## config.mk

```make
export PLATFORM = sky130hd
export DESIGN_NAME = controller
export DESIGN_NICKNAME = d
export VERILOG_FILES = /design/src/hdl/ctrl_pkg.sv /design/src/hdl/branch_resolver.sv /design/src/hdl/controller.sv /design/src/hdl/ctrl_pipeline.sv /design/src/hdl/main_decoder.sv
export VERILOG_INCLUDE_DIRS = /design/src /design/src/hdl
export SDC_FILE = /design/constraint.sdc
export NUM_CORES = 1
export LEC_CHECK = 0
export BUFFER_PORTS_ARGS = -buffer_cell sky130_fd_sc_hd__buf_2
export CORE_ASPECT_RATIO = 0.75
export CORE_MARGIN = 1.5
export CORE_UTILIZATION = 43
export CTS_CLUSTER_DIAMETER = 50
export DETAILED_ROUTE_END_ITERATION = 16
export PLACE_DENSITY_LB_ADDON = 0.12
export SYNTH_ARGS = -nofsm -noshare
export SYNTH_HDL_FRONTEND = slang
export SYNTH_SLANG_ARGS = --single-unit
```

## constraint.sdc

```tcl
create_clock -name clk -period 1.61 [get_ports clk]
set_input_delay 0.161 -clock clk [delete_from_list [all_inputs] [get_ports clk]]
set_output_delay 0.161 -clock clk [all_outputs]
set_load 0.02 [all_outputs]
```

## src/hdl/ctrl_consts.svh

```systemverilog
`ifndef CTRL_CONSTS_SVH
`define CTRL_CONSTS_SVH

`define OP_W        6
`define FUNCT_W     6
`define REGF_W      5
`define INSTR_W     32
`define PIPE_STAGES 3

`define OP_SPECIAL  6'b000000
`define OP_REGIMM   6'b000001
`define OP_J        6'b000010
`define OP_JAL      6'b000011
`define OP_BEQ      6'b000100
`define OP_BNE      6'b000101
`define OP_BLEZ     6'b000110
`define OP_BGTZ     6'b000111
`define OP_ADDI     6'b001000
`define OP_ADDIU    6'b001001
`define OP_SLTI     6'b001010
`define OP_SLTIU    6'b001011
`define OP_ANDI     6'b001100
`define OP_ORI      6'b001101
`define OP_XORI     6'b001110
`define OP_LUI      6'b001111
`define OP_COP0     6'b010000   // Not supported
`define OP_LB       6'b100000
`define OP_LH       6'b100001
`define OP_LW       6'b100011
`define OP_LBU      6'b100100
`define OP_LHU      6'b100101
`define OP_SB       6'b101000
`define OP_SH       6'b101001
`define OP_SW       6'b101011

`define FN_SLL      6'b000000
`define FN_SRL      6'b000010
`define FN_SRA      6'b000011
`define FN_SLLV     6'b000100
`define FN_SRLV     6'b000110
`define FN_SRAV     6'b000111
`define FN_JR       6'b001000
`define FN_JALR     6'b001001
`define FN_SYSCALL  6'b001100   // Not supported
`define FN_MULT     6'b011000   // Not supported
`define FN_ADD      6'b100000
`define FN_ADDU     6'b100001
`define FN_SUB      6'b100010
`define FN_SUBU     6'b100011
`define FN_AND      6'b100100
`define FN_OR       6'b100101
`define FN_XOR      6'b100110
`define FN_NOR      6'b100111
`define FN_SLT      6'b101010
`define FN_SLTU     6'b101011

`define RI_BLTZ     5'b00000
`define RI_BGEZ     5'b00001
`define RI_BLTZAL   5'b10000
`define RI_BGEZAL   5'b10001

`endif

```

## src/hdl/ctrl_pkg.sv

```systemverilog
`include "ctrl_consts.svh"

package ctrl_pkg;

    typedef struct packed {
        logic [`OP_W-1:0]    op;
        logic [`REGF_W-1:0]  rs;
        logic [`REGF_W-1:0]  rt;
        logic [`REGF_W-1:0]  rd;
        logic [`REGF_W-1:0]  shamt;
        logic [`FUNCT_W-1:0] funct;
    } instr_r_t;

    typedef struct packed {
        logic [`OP_W-1:0]                    op;
        logic [`REGF_W-1:0]                  rs;
        logic [`REGF_W-1:0]                  rt;   // REGIMM selector
        logic [`INSTR_W-`OP_W-2*`REGF_W-1:0] imm;
    } instr_i_t;

    typedef union packed {
        instr_r_t r;
        instr_i_t i;
    } instr_word_u;

    typedef enum logic [2:0] {
        alu_add, alu_sub, alu_slt, alu_sltu, alu_and, alu_nor, alu_or, alu_xor
    } alu_func_e;

    typedef enum logic [1:0] {sft_lui, sft_sll, sft_sra, sft_srl} sft_func_e;
    typedef enum logic {out_alu, out_sft} out_sel_e;
    typedef enum logic [1:0] {regdst_rt, regdst_rd, regdst_ra} regdst_e;
    typedef enum logic [1:0] {size_byte, size_half, size_word} mem_size_e;

    typedef enum logic [2:0] {
        br_beq, br_bne, br_bgez, br_bgtz, br_blez, br_bltz, br_bgezal, br_bltzal
    } branch_kind_e;

    typedef enum logic [1:0] {jmp_j, jmp_jr, jmp_jal, jmp_jalr} jump_kind_e;

    typedef struct packed {
        alu_func_e alu_func;
        sft_func_e sft_func;
        out_sel_e  out_sel;
        logic      alu_srcb_sel_rt;
        logic      sft_srcb_sel_rs;
        logic      sft_srca_sel_imm;
        logic      regwrite;
        regdst_e   regdst;
        logic      imm_sign;
        logic      intovf_en;
        logic      memreq;
        logic      memwr;
        mem_size_e size;
        logic      rdata_sign;
        logic      memtoreg;
        logic      reserved_instr;
    } dp_ctrl_t;

    typedef struct packed {
        logic         isbranch;
        branch_kind_e branch_kind;
        logic         isjump;
        jump_kind_e   jump_kind;
        logic         pcsrc;
    } flow_ctrl_t;

    typedef struct packed {
        dp_ctrl_t   dp;
        flow_ctrl_t flow;
    } ctrl_reg_t;

    typedef struct packed {
        logic equal;   // rs == rt
        logic g0;      // rs > 0
        logic e0;      // rs == 0
    } branch_cmp_t;

    typedef struct packed {
        logic e;
        logic m;
        logic w;
    } stage_bits_t;

endpackage

```

## src/hdl/branch_resolver.sv

```systemverilog
`timescale 1ns/1ps
`include "ctrl_consts.svh"

module branch_resolver (
    input  ctrl_pkg::instr_word_u instr,
    input  ctrl_pkg::branch_cmp_t cmp,
    output ctrl_pkg::flow_ctrl_t  flow
);

    logic taken;

    always_comb
    begin
        flow = '0;
        case (instr.i.op)
            `OP_BEQ:
            begin
                flow.isbranch    = 1'b1;
                flow.branch_kind = ctrl_pkg::br_beq;
            end
            `OP_BNE:
            begin
                flow.isbranch    = 1'b1;
                flow.branch_kind = ctrl_pkg::br_bne;
            end
            `OP_BLEZ:
            begin
                flow.isbranch    = 1'b1;
                flow.branch_kind = ctrl_pkg::br_blez;
            end
            `OP_BGTZ:
            begin
                flow.isbranch    = 1'b1;
                flow.branch_kind = ctrl_pkg::br_bgtz;
            end
            `OP_REGIMM:
            begin
                flow.isbranch = 1'b1;
                case (instr.i.rt)
                    `RI_BLTZ:   flow.branch_kind = ctrl_pkg::br_bltz;
                    `RI_BGEZ:   flow.branch_kind = ctrl_pkg::br_bgez;
                    `RI_BLTZAL: flow.branch_kind = ctrl_pkg::br_bltzal;
                    `RI_BGEZAL: flow.branch_kind = ctrl_pkg::br_bgezal;
                    default:    flow.isbranch = 1'b0;
                endcase
            end
            `OP_J:
            begin
                flow.isjump    = 1'b1;
                flow.jump_kind = ctrl_pkg::jmp_j;
            end
            `OP_JAL:
            begin
                flow.isjump    = 1'b1;
                flow.jump_kind = ctrl_pkg::jmp_jal;
            end
            `OP_SPECIAL:
            begin
                if (instr.r.funct == `FN_JR)
                begin
                    flow.isjump    = 1'b1;
                    flow.jump_kind = ctrl_pkg::jmp_jr;
                end
                else if (instr.r.funct == `FN_JALR)
                begin
                    flow.isjump    = 1'b1;
                    flow.jump_kind = ctrl_pkg::jmp_jalr;
                end
            end
            default: ;
        endcase

        taken = 1'b0;
        case (flow.branch_kind)
            ctrl_pkg::br_beq:    taken = cmp.equal;
            ctrl_pkg::br_bne:    taken = !cmp.equal;
            ctrl_pkg::br_bgez,
            ctrl_pkg::br_bgezal: taken = cmp.g0 || cmp.e0;
            ctrl_pkg::br_bgtz:   taken = cmp.g0;
            ctrl_pkg::br_blez:   taken = !cmp.g0;
            ctrl_pkg::br_bltz,
            ctrl_pkg::br_bltzal: taken = !cmp.g0 && !cmp.e0;   // Strictly negative
            default:             taken = 1'b0;
        endcase
        flow.pcsrc = flow.isbranch && taken;
    end

endmodule

```

## src/hdl/controller.sv

```systemverilog
`timescale 1ns/1ps

module controller (
    input  logic                  clk,
    input  logic                  reset,
    input  ctrl_pkg::instr_word_u dinstr,
    input  ctrl_pkg::branch_cmp_t dcompare,
    input  ctrl_pkg::stage_bits_t stall,
    input  ctrl_pkg::stage_bits_t flush,
    output ctrl_pkg::ctrl_reg_t   dstage,
    output ctrl_pkg::ctrl_reg_t   estage,
    output ctrl_pkg::ctrl_reg_t   mstage,
    output ctrl_pkg::ctrl_reg_t   wstage
);

    ctrl_pkg::dp_ctrl_t   dec_dp;
    ctrl_pkg::flow_ctrl_t dec_flow;

    main_decoder i_main_decoder (
        .instr (dinstr),
        .dp    (dec_dp)
    );

    branch_resolver i_branch_resolver (
        .instr (dinstr),
        .cmp   (dcompare),
        .flow  (dec_flow)
    );

    ctrl_pipeline i_ctrl_pipeline (
        .clk    (clk),
        .reset  (reset),
        .dp     (dec_dp),
        .flow   (dec_flow),
        .stall  (stall),
        .flush  (flush),
        .dstage (dstage),
        .estage (estage),
        .mstage (mstage),
        .wstage (wstage)
    );

endmodule

```

## src/hdl/ctrl_pipeline.sv

```systemverilog
`timescale 1ns/1ps
`include "ctrl_consts.svh"

module ctrl_pipeline (
    input  logic                  clk,
    input  logic                  reset,
    input  ctrl_pkg::dp_ctrl_t    dp,
    input  ctrl_pkg::flow_ctrl_t  flow,
    input  ctrl_pkg::stage_bits_t stall,
    input  ctrl_pkg::stage_bits_t flush,
    output ctrl_pkg::ctrl_reg_t   dstage,
    output ctrl_pkg::ctrl_reg_t   estage,
    output ctrl_pkg::ctrl_reg_t   mstage,
    output ctrl_pkg::ctrl_reg_t   wstage
);

    ctrl_pkg::ctrl_reg_t     stage_d [`PIPE_STAGES];
    ctrl_pkg::ctrl_reg_t     stage_q [`PIPE_STAGES];
    logic [`PIPE_STAGES-1:0] stall_v;
    logic [`PIPE_STAGES-1:0] flush_v;

    assign dstage.dp   = dp;
    assign dstage.flow = flow;

    // Bit 0 is E, bit 2 is W
    assign stall_v = {stall.w, stall.m, stall.e};
    assign flush_v = {flush.w, flush.m, flush.e};

    assign stage_d[0] = dstage;
    assign stage_d[1] = stage_q[0];
    assign stage_d[2] = stage_q[1];

    always_ff @(posedge clk)
    begin
        for (int i = 0; i < `PIPE_STAGES; i++)
        begin
            if (reset || flush_v[i])   // Flush beats stall
                stage_q[i] <= '0;
            else if (!stall_v[i])
                stage_q[i] <= stage_d[i];
        end
    end

    assign estage = stage_q[0];
    assign mstage = stage_q[1];
    assign wstage = stage_q[2];

endmodule

```

## src/hdl/main_decoder.sv

```systemverilog
`timescale 1ns/1ps
`include "ctrl_consts.svh"

module main_decoder (
    input  ctrl_pkg::instr_word_u instr,
    output ctrl_pkg::dp_ctrl_t    dp
);

    logic rsvd;
    logic shift;

    always_comb
    begin
        dp    = '0;
        rsvd  = 1'b0;
        shift = 1'b0;
        case (instr.r.op)
            `OP_SPECIAL:
            begin
                dp.regwrite        = 1'b1;
                dp.regdst          = ctrl_pkg::regdst_rd;
                dp.alu_srcb_sel_rt = 1'b1;
                case (instr.r.funct)
                    `FN_ADD, `FN_ADDU:
                        dp.alu_func = ctrl_pkg::alu_add;
                    `FN_SUB, `FN_SUBU:
                        dp.alu_func = ctrl_pkg::alu_sub;
                    `FN_SLT:  dp.alu_func = ctrl_pkg::alu_slt;
                    `FN_SLTU: dp.alu_func = ctrl_pkg::alu_sltu;
                    `FN_AND:  dp.alu_func = ctrl_pkg::alu_and;
                    `FN_NOR:  dp.alu_func = ctrl_pkg::alu_nor;
                    `FN_OR:   dp.alu_func = ctrl_pkg::alu_or;
                    `FN_XOR:  dp.alu_func = ctrl_pkg::alu_xor;
                    `FN_SLL, `FN_SLLV:
                    begin
                        shift       = 1'b1;
                        dp.sft_func = ctrl_pkg::sft_sll;
                    end
                    `FN_SRL, `FN_SRLV:
                    begin
                        shift       = 1'b1;
                        dp.sft_func = ctrl_pkg::sft_srl;
                    end
                    `FN_SRA, `FN_SRAV:
                    begin
                        shift       = 1'b1;
                        dp.sft_func = ctrl_pkg::sft_sra;
                    end
                    `FN_JR:
                    begin
                        dp.regwrite        = 1'b0;
                        dp.alu_srcb_sel_rt = 1'b0;
                    end
                    `FN_JALR:
                        dp.alu_srcb_sel_rt = 1'b0;   // Link goes to rd
                    default:
                        rsvd = 1'b1;
                endcase
                dp.intovf_en = (instr.r.funct == `FN_ADD) || (instr.r.funct == `FN_SUB);
            end
            `OP_ADDI, `OP_ADDIU:
            begin
                dp.regwrite  = 1'b1;
                dp.imm_sign  = 1'b1;
                dp.intovf_en = !instr.i.op[0];   // ADDI only
            end
            `OP_SLTI, `OP_SLTIU:
            begin
                dp.regwrite = 1'b1;
                dp.imm_sign = 1'b1;
                dp.alu_func = instr.i.op[0] ? ctrl_pkg::alu_sltu : ctrl_pkg::alu_slt;
            end
            `OP_ANDI:
            begin
                dp.regwrite = 1'b1;
                dp.alu_func = ctrl_pkg::alu_and;
            end
            `OP_ORI:
            begin
                dp.regwrite = 1'b1;
                dp.alu_func = ctrl_pkg::alu_or;
            end
            `OP_XORI:
            begin
                dp.regwrite = 1'b1;
                dp.alu_func = ctrl_pkg::alu_xor;
            end
            `OP_LUI:
            begin
                dp.regwrite         = 1'b1;
                dp.out_sel          = ctrl_pkg::out_sft;
                dp.sft_srca_sel_imm = 1'b1;
            end
            `OP_LB, `OP_LBU, `OP_LH, `OP_LHU, `OP_LW:
            begin
                dp.regwrite   = 1'b1;
                dp.memreq     = 1'b1;
                dp.memtoreg   = 1'b1;
                dp.imm_sign   = 1'b1;
                dp.rdata_sign = !instr.i.op[2];   // Clear for LBU and LHU
            end
            `OP_SB, `OP_SH, `OP_SW:
            begin
                dp.memreq   = 1'b1;
                dp.memwr    = 1'b1;
                dp.imm_sign = 1'b1;
            end
            `OP_REGIMM:
            begin
                case (instr.i.rt)
                    `RI_BLTZAL, `RI_BGEZAL:
                    begin
                        dp.regwrite = 1'b1;
                        dp.regdst   = ctrl_pkg::regdst_ra;
                    end
                    `RI_BLTZ, `RI_BGEZ: ;
                    default:
                        rsvd = 1'b1;
                endcase
            end
            `OP_JAL:
            begin
                dp.regwrite = 1'b1;
                dp.regdst   = ctrl_pkg::regdst_ra;
            end
            `OP_BEQ, `OP_BNE, `OP_BLEZ, `OP_BGTZ, `OP_J: ;
            default:
                rsvd = 1'b1;
        endcase

        // Access width from the low opcode bits
        if (dp.memreq)
            dp.size = instr.i.op[1] ? ctrl_pkg::size_word
                    : (instr.i.op[0] ? ctrl_pkg::size_half : ctrl_pkg::size_byte);

        if (shift)
        begin
            dp.out_sel         = ctrl_pkg::out_sft;
            dp.alu_srcb_sel_rt = 1'b0;
            dp.sft_srcb_sel_rs = instr.r.funct[2];   // Variable forms
        end

        if (rsvd)
        begin
            dp                = '0;
            dp.reserved_instr = 1'b1;
        end
    end

endmodule

```

==> run summary <==
outcome: finished, violations left
violations in the final reports: design-rule violations, negative setup slack
required time at the worst-slack endpoint: 1.45 ns
setup repair after global routing missed its margin: yes
global-route wire length before repair: 14500 um
final-report max-slew violation count: 0
CTS Sinks: 87
total grt overflow: 0
largest registers: i_ctrl_pipeline.stage_q (87)
post-synth net total: 345
endpoint of the most critical setup path: dstage[0]
CP startpoint: dinstr[28]
cell area after placement: 0.00512 mm2
Die Height: 85.0 um
weighted congestion reported at the end of routability-driven placement: 0.853
post-synthesis area per instance: 12.8 um2
clock latency on the worst-skew pair: 0.33 ns
total routing usage reported by global routing: 19.6%
Tmin final: 1.76 ns
share of the yosys chip area belonging to registers: 67.7%
mean number of vias per cell: 4.86
worst setup path class: in -> out
synthesized instance count: 302
flip-flop count of the largest register, all copies and words added: 87
cell area after technology mapping: 0.00386 mm2
DRT iter0 DRCs: 173
largest register by flop count: i_ctrl_pipeline.stage_q
Fmax achieved: 569 MHz
Post-Route Hold Slack: 0.282 ns
flop-to-flop setup slack: 0.78 ns
max-cap violations: 0
worst clock skew on the final layout: 0.00430 ns
Worst setup SP type: input port
Synth warnings: 0
startpoint of the worst register-to-register path: i_ctrl_pipeline.stage_q[0][28]
aggregate negative setup slack: -0.354 ns
effective utilization at floorplan: 44.9%
crit path setup slack, layout: -0.149 ns
standby leakage power: 2.82 nW
area of the core: 0.00860 mm2
summed area of non-filler cells in the final layout: 0.00584 mm2
top fanout value on the critical path: 4
number of buffers inserted by hold repair at cts: 0
proportion of layout cells with a drive suffix above 1: 52.4%
launch instance of the worst min-delay path: flush[0]
P&R area growth vs syn: 51.3%
slew at the pin with the worst max-slew slack: 0.357 ns
final standard cell count with taps included and fillers excluded: 619
Die X: 112 um
number of detailed-route iterations in the first pass: 13
placement row count: 29
area fraction in compound gates after synthesis: 6.03%
ratio of total power to cell area: 908 mW/mm2
antenna violations before repair: 0
Synth Area in Adders: 0%
count of flip-flops with a built-in enable after synthesis: 87
CTS Buf Count: 9
count of final hold-check violations: 0
clock slew at reported path FFs: 0.06 ns
via count of the first global-routing pass: 2866
average wire length per cell after detail routing: 15.3 um
worst ir drop on vdd: 0.588 mV
final number of setup-violating endpoints: 7
mux cell area share after synthesis: 0.259%
synthesized flop and latch total: 87
H-Tree Level Count: 3
clk buf depth: 2
critical path data arrival time: 1.60 ns
top_reg_cell synth: sky130_fd_sc_hd__edfxtp_1
end of the worst register-to-register path: i_ctrl_pipeline.stage_q[1][28]
Die ar.: 0.00956 mm2
simple-gate portion of the synthesized area: 22.7%
cell count of the worst reg-to-reg path: 1
count of pins on the block boundary: 159
number of nets with antenna violations after routing: 0
combinational family with the most area after synthesis: simple AND/OR/NAND/NOR gates
via count: 3008
wire length after detailed routing: 9470 um
cell count after placement: 585
unique cell type count in the Yosys netlist: 38
number of port buffers: 143
Final Cycle Share: 109%
Post-synth ARST share: 0%
Clock Tree Root: sky130_fd_sc_hd__clkbuf_16
endpoint type of the worst setup path: primary output
Min-Delay Path Class: in -> reg
Residual DRC: 8
pin count of the biggest net entering global routing: 30
antenna diode count: 0
Synth Area in XOR/XNOR: 0.454%
Post-DP HPWL: 6820 um
worst rel slew slack: 76.1%
count of nets after finishing: 549
clock tree from TritonCTS: yes
## report_power, final
part	internal, mW	leakage (nW)	switching, mW	total (mW)
logic	0.254	1.66	0.397	0.651
registers	2.58	1.01	0.0395	2.62
clock network	1.20	0.143	0.831	2.03
## critical path: stages
cell,delay [ns]
sky130_fd_sc_hd__buf_8,0.10
sky130_fd_sc_hd__nor4_4,0.34
sky130_fd_sc_hd__nand3_4,0.12
sky130_fd_sc_hd__o21a_1,0.22
sky130_fd_sc_hd__inv_2,0.08
sky130_fd_sc_hd__nor3_2,0.04
sky130_fd_sc_hd__o21a_1,0.21
sky130_fd_sc_hd__nor3_4,0.19
sky130_fd_sc_hd__buf_6,0.14
## worst min path at each step
stage                                     endpoint  slack [ns]  cells after the start
global route        i_ctrl_pipeline.stage_q[2][12]        0.29                      3
CTS                 i_ctrl_pipeline.stage_q[2][11]        0.27                      3
floorplan           i_ctrl_pipeline.stage_q[0][21]        0.47                      2
detailed placement  i_ctrl_pipeline.stage_q[2][21]        0.53                      1
finish              i_ctrl_pipeline.stage_q[2][11]        0.28                      3
global placement    i_ctrl_pipeline.stage_q[2][13]        0.53                      1
## stage by stage
step / utilization, % / setup WS [ns] / total power, mW
2_1_floorplan: - / -0.167 / 2.97
3_3_place_gp: 59.6 / -0.207 / 3.23
3_5_place_dp: 59.6 / -0.251 / 3.24
4_1_cts: 66.4 / -0.193 / 5.30
5_1_grt: 67.9 / -0.232 / 5.48
6_report: 67.9 / -0.149 / 5.30
## synthesized netlist by cell type, types with 2 or more instances
master,number,share of area (%)
sky130_fd_sc_hd__a211oi_1,3,0.58
sky130_fd_sc_hd__a21o_1,2,0.39
sky130_fd_sc_hd__a21oi_1,6,0.78
sky130_fd_sc_hd__a32o_1,4,1.0
sky130_fd_sc_hd__and2_1,73,12
sky130_fd_sc_hd__clkbuf_1,13,1.3
sky130_fd_sc_hd__edfxtp_1,87,68
sky130_fd_sc_hd__inv_1,13,1.3
sky130_fd_sc_hd__nand2_1,19,1.8
sky130_fd_sc_hd__nand3_1,3,0.39
sky130_fd_sc_hd__nor2_1,23,2.2
sky130_fd_sc_hd__nor2b_1,8,1.3
sky130_fd_sc_hd__nor3_1,12,1.6
sky130_fd_sc_hd__nor4_1,2,0.32
sky130_fd_sc_hd__nor4_2,2,0.65
sky130_fd_sc_hd__nor4b_1,2,0.45
sky130_fd_sc_hd__o21a_1,4,0.78
sky130_fd_sc_hd__o21ai_0,4,0.52
sky130_fd_sc_hd__or3_1,2,0.32
sky130_fd_sc_hd__xor2_1,2,0.45
## layout by cell type (no fill, tap or decap), drive strengths merged, types with 6 or more instances in the layout
cell,n
clkbuf,9
nor3,12
nor2,23
and2,73
inv,14
buf,208
nand2,19
a21oi,6
nor2b,8
edfxtp,87
## per-layer routing
layer / GRT usage, % / up-vias / wire, um
met1: 27.8 / 1401 / 4530
met5: 0 / - / 0
met2: 29.7 / 115 / 4260
met4: 5.87 / 0 / 148
li1: - / 1480 / -
met3: 5.36 / 12 / 536
## cell families after synthesis
family          after synthesis
xor+xnor                      2
simple gates                152
mux                           1
buf+inv                      28
flops                        87
compound gates               32
## cell type report
cell class	count	area (um2)
fillers	646	2760
flip-flops and latches	87	2610
repair buffers	208	1370
multi-input cells	187	1370
clock buffers	9	225
well taps	108	135
clock inverters	7	72.6
inverters	13	51.3
## what timing repair did
| action | CTS | global route |
|---|---|---|
| endpoints found under the setup margin | 16 | 22 |
| pin swaps | 19 | 10 |
| gates cloned | 0 | 0 |
| gates resized for setup | 57 | 18 |
| hold endpoints to repair | 0 | 0 |
| buffers inserted | 11 | 10 |
Power figures use the tool's default switching activity.
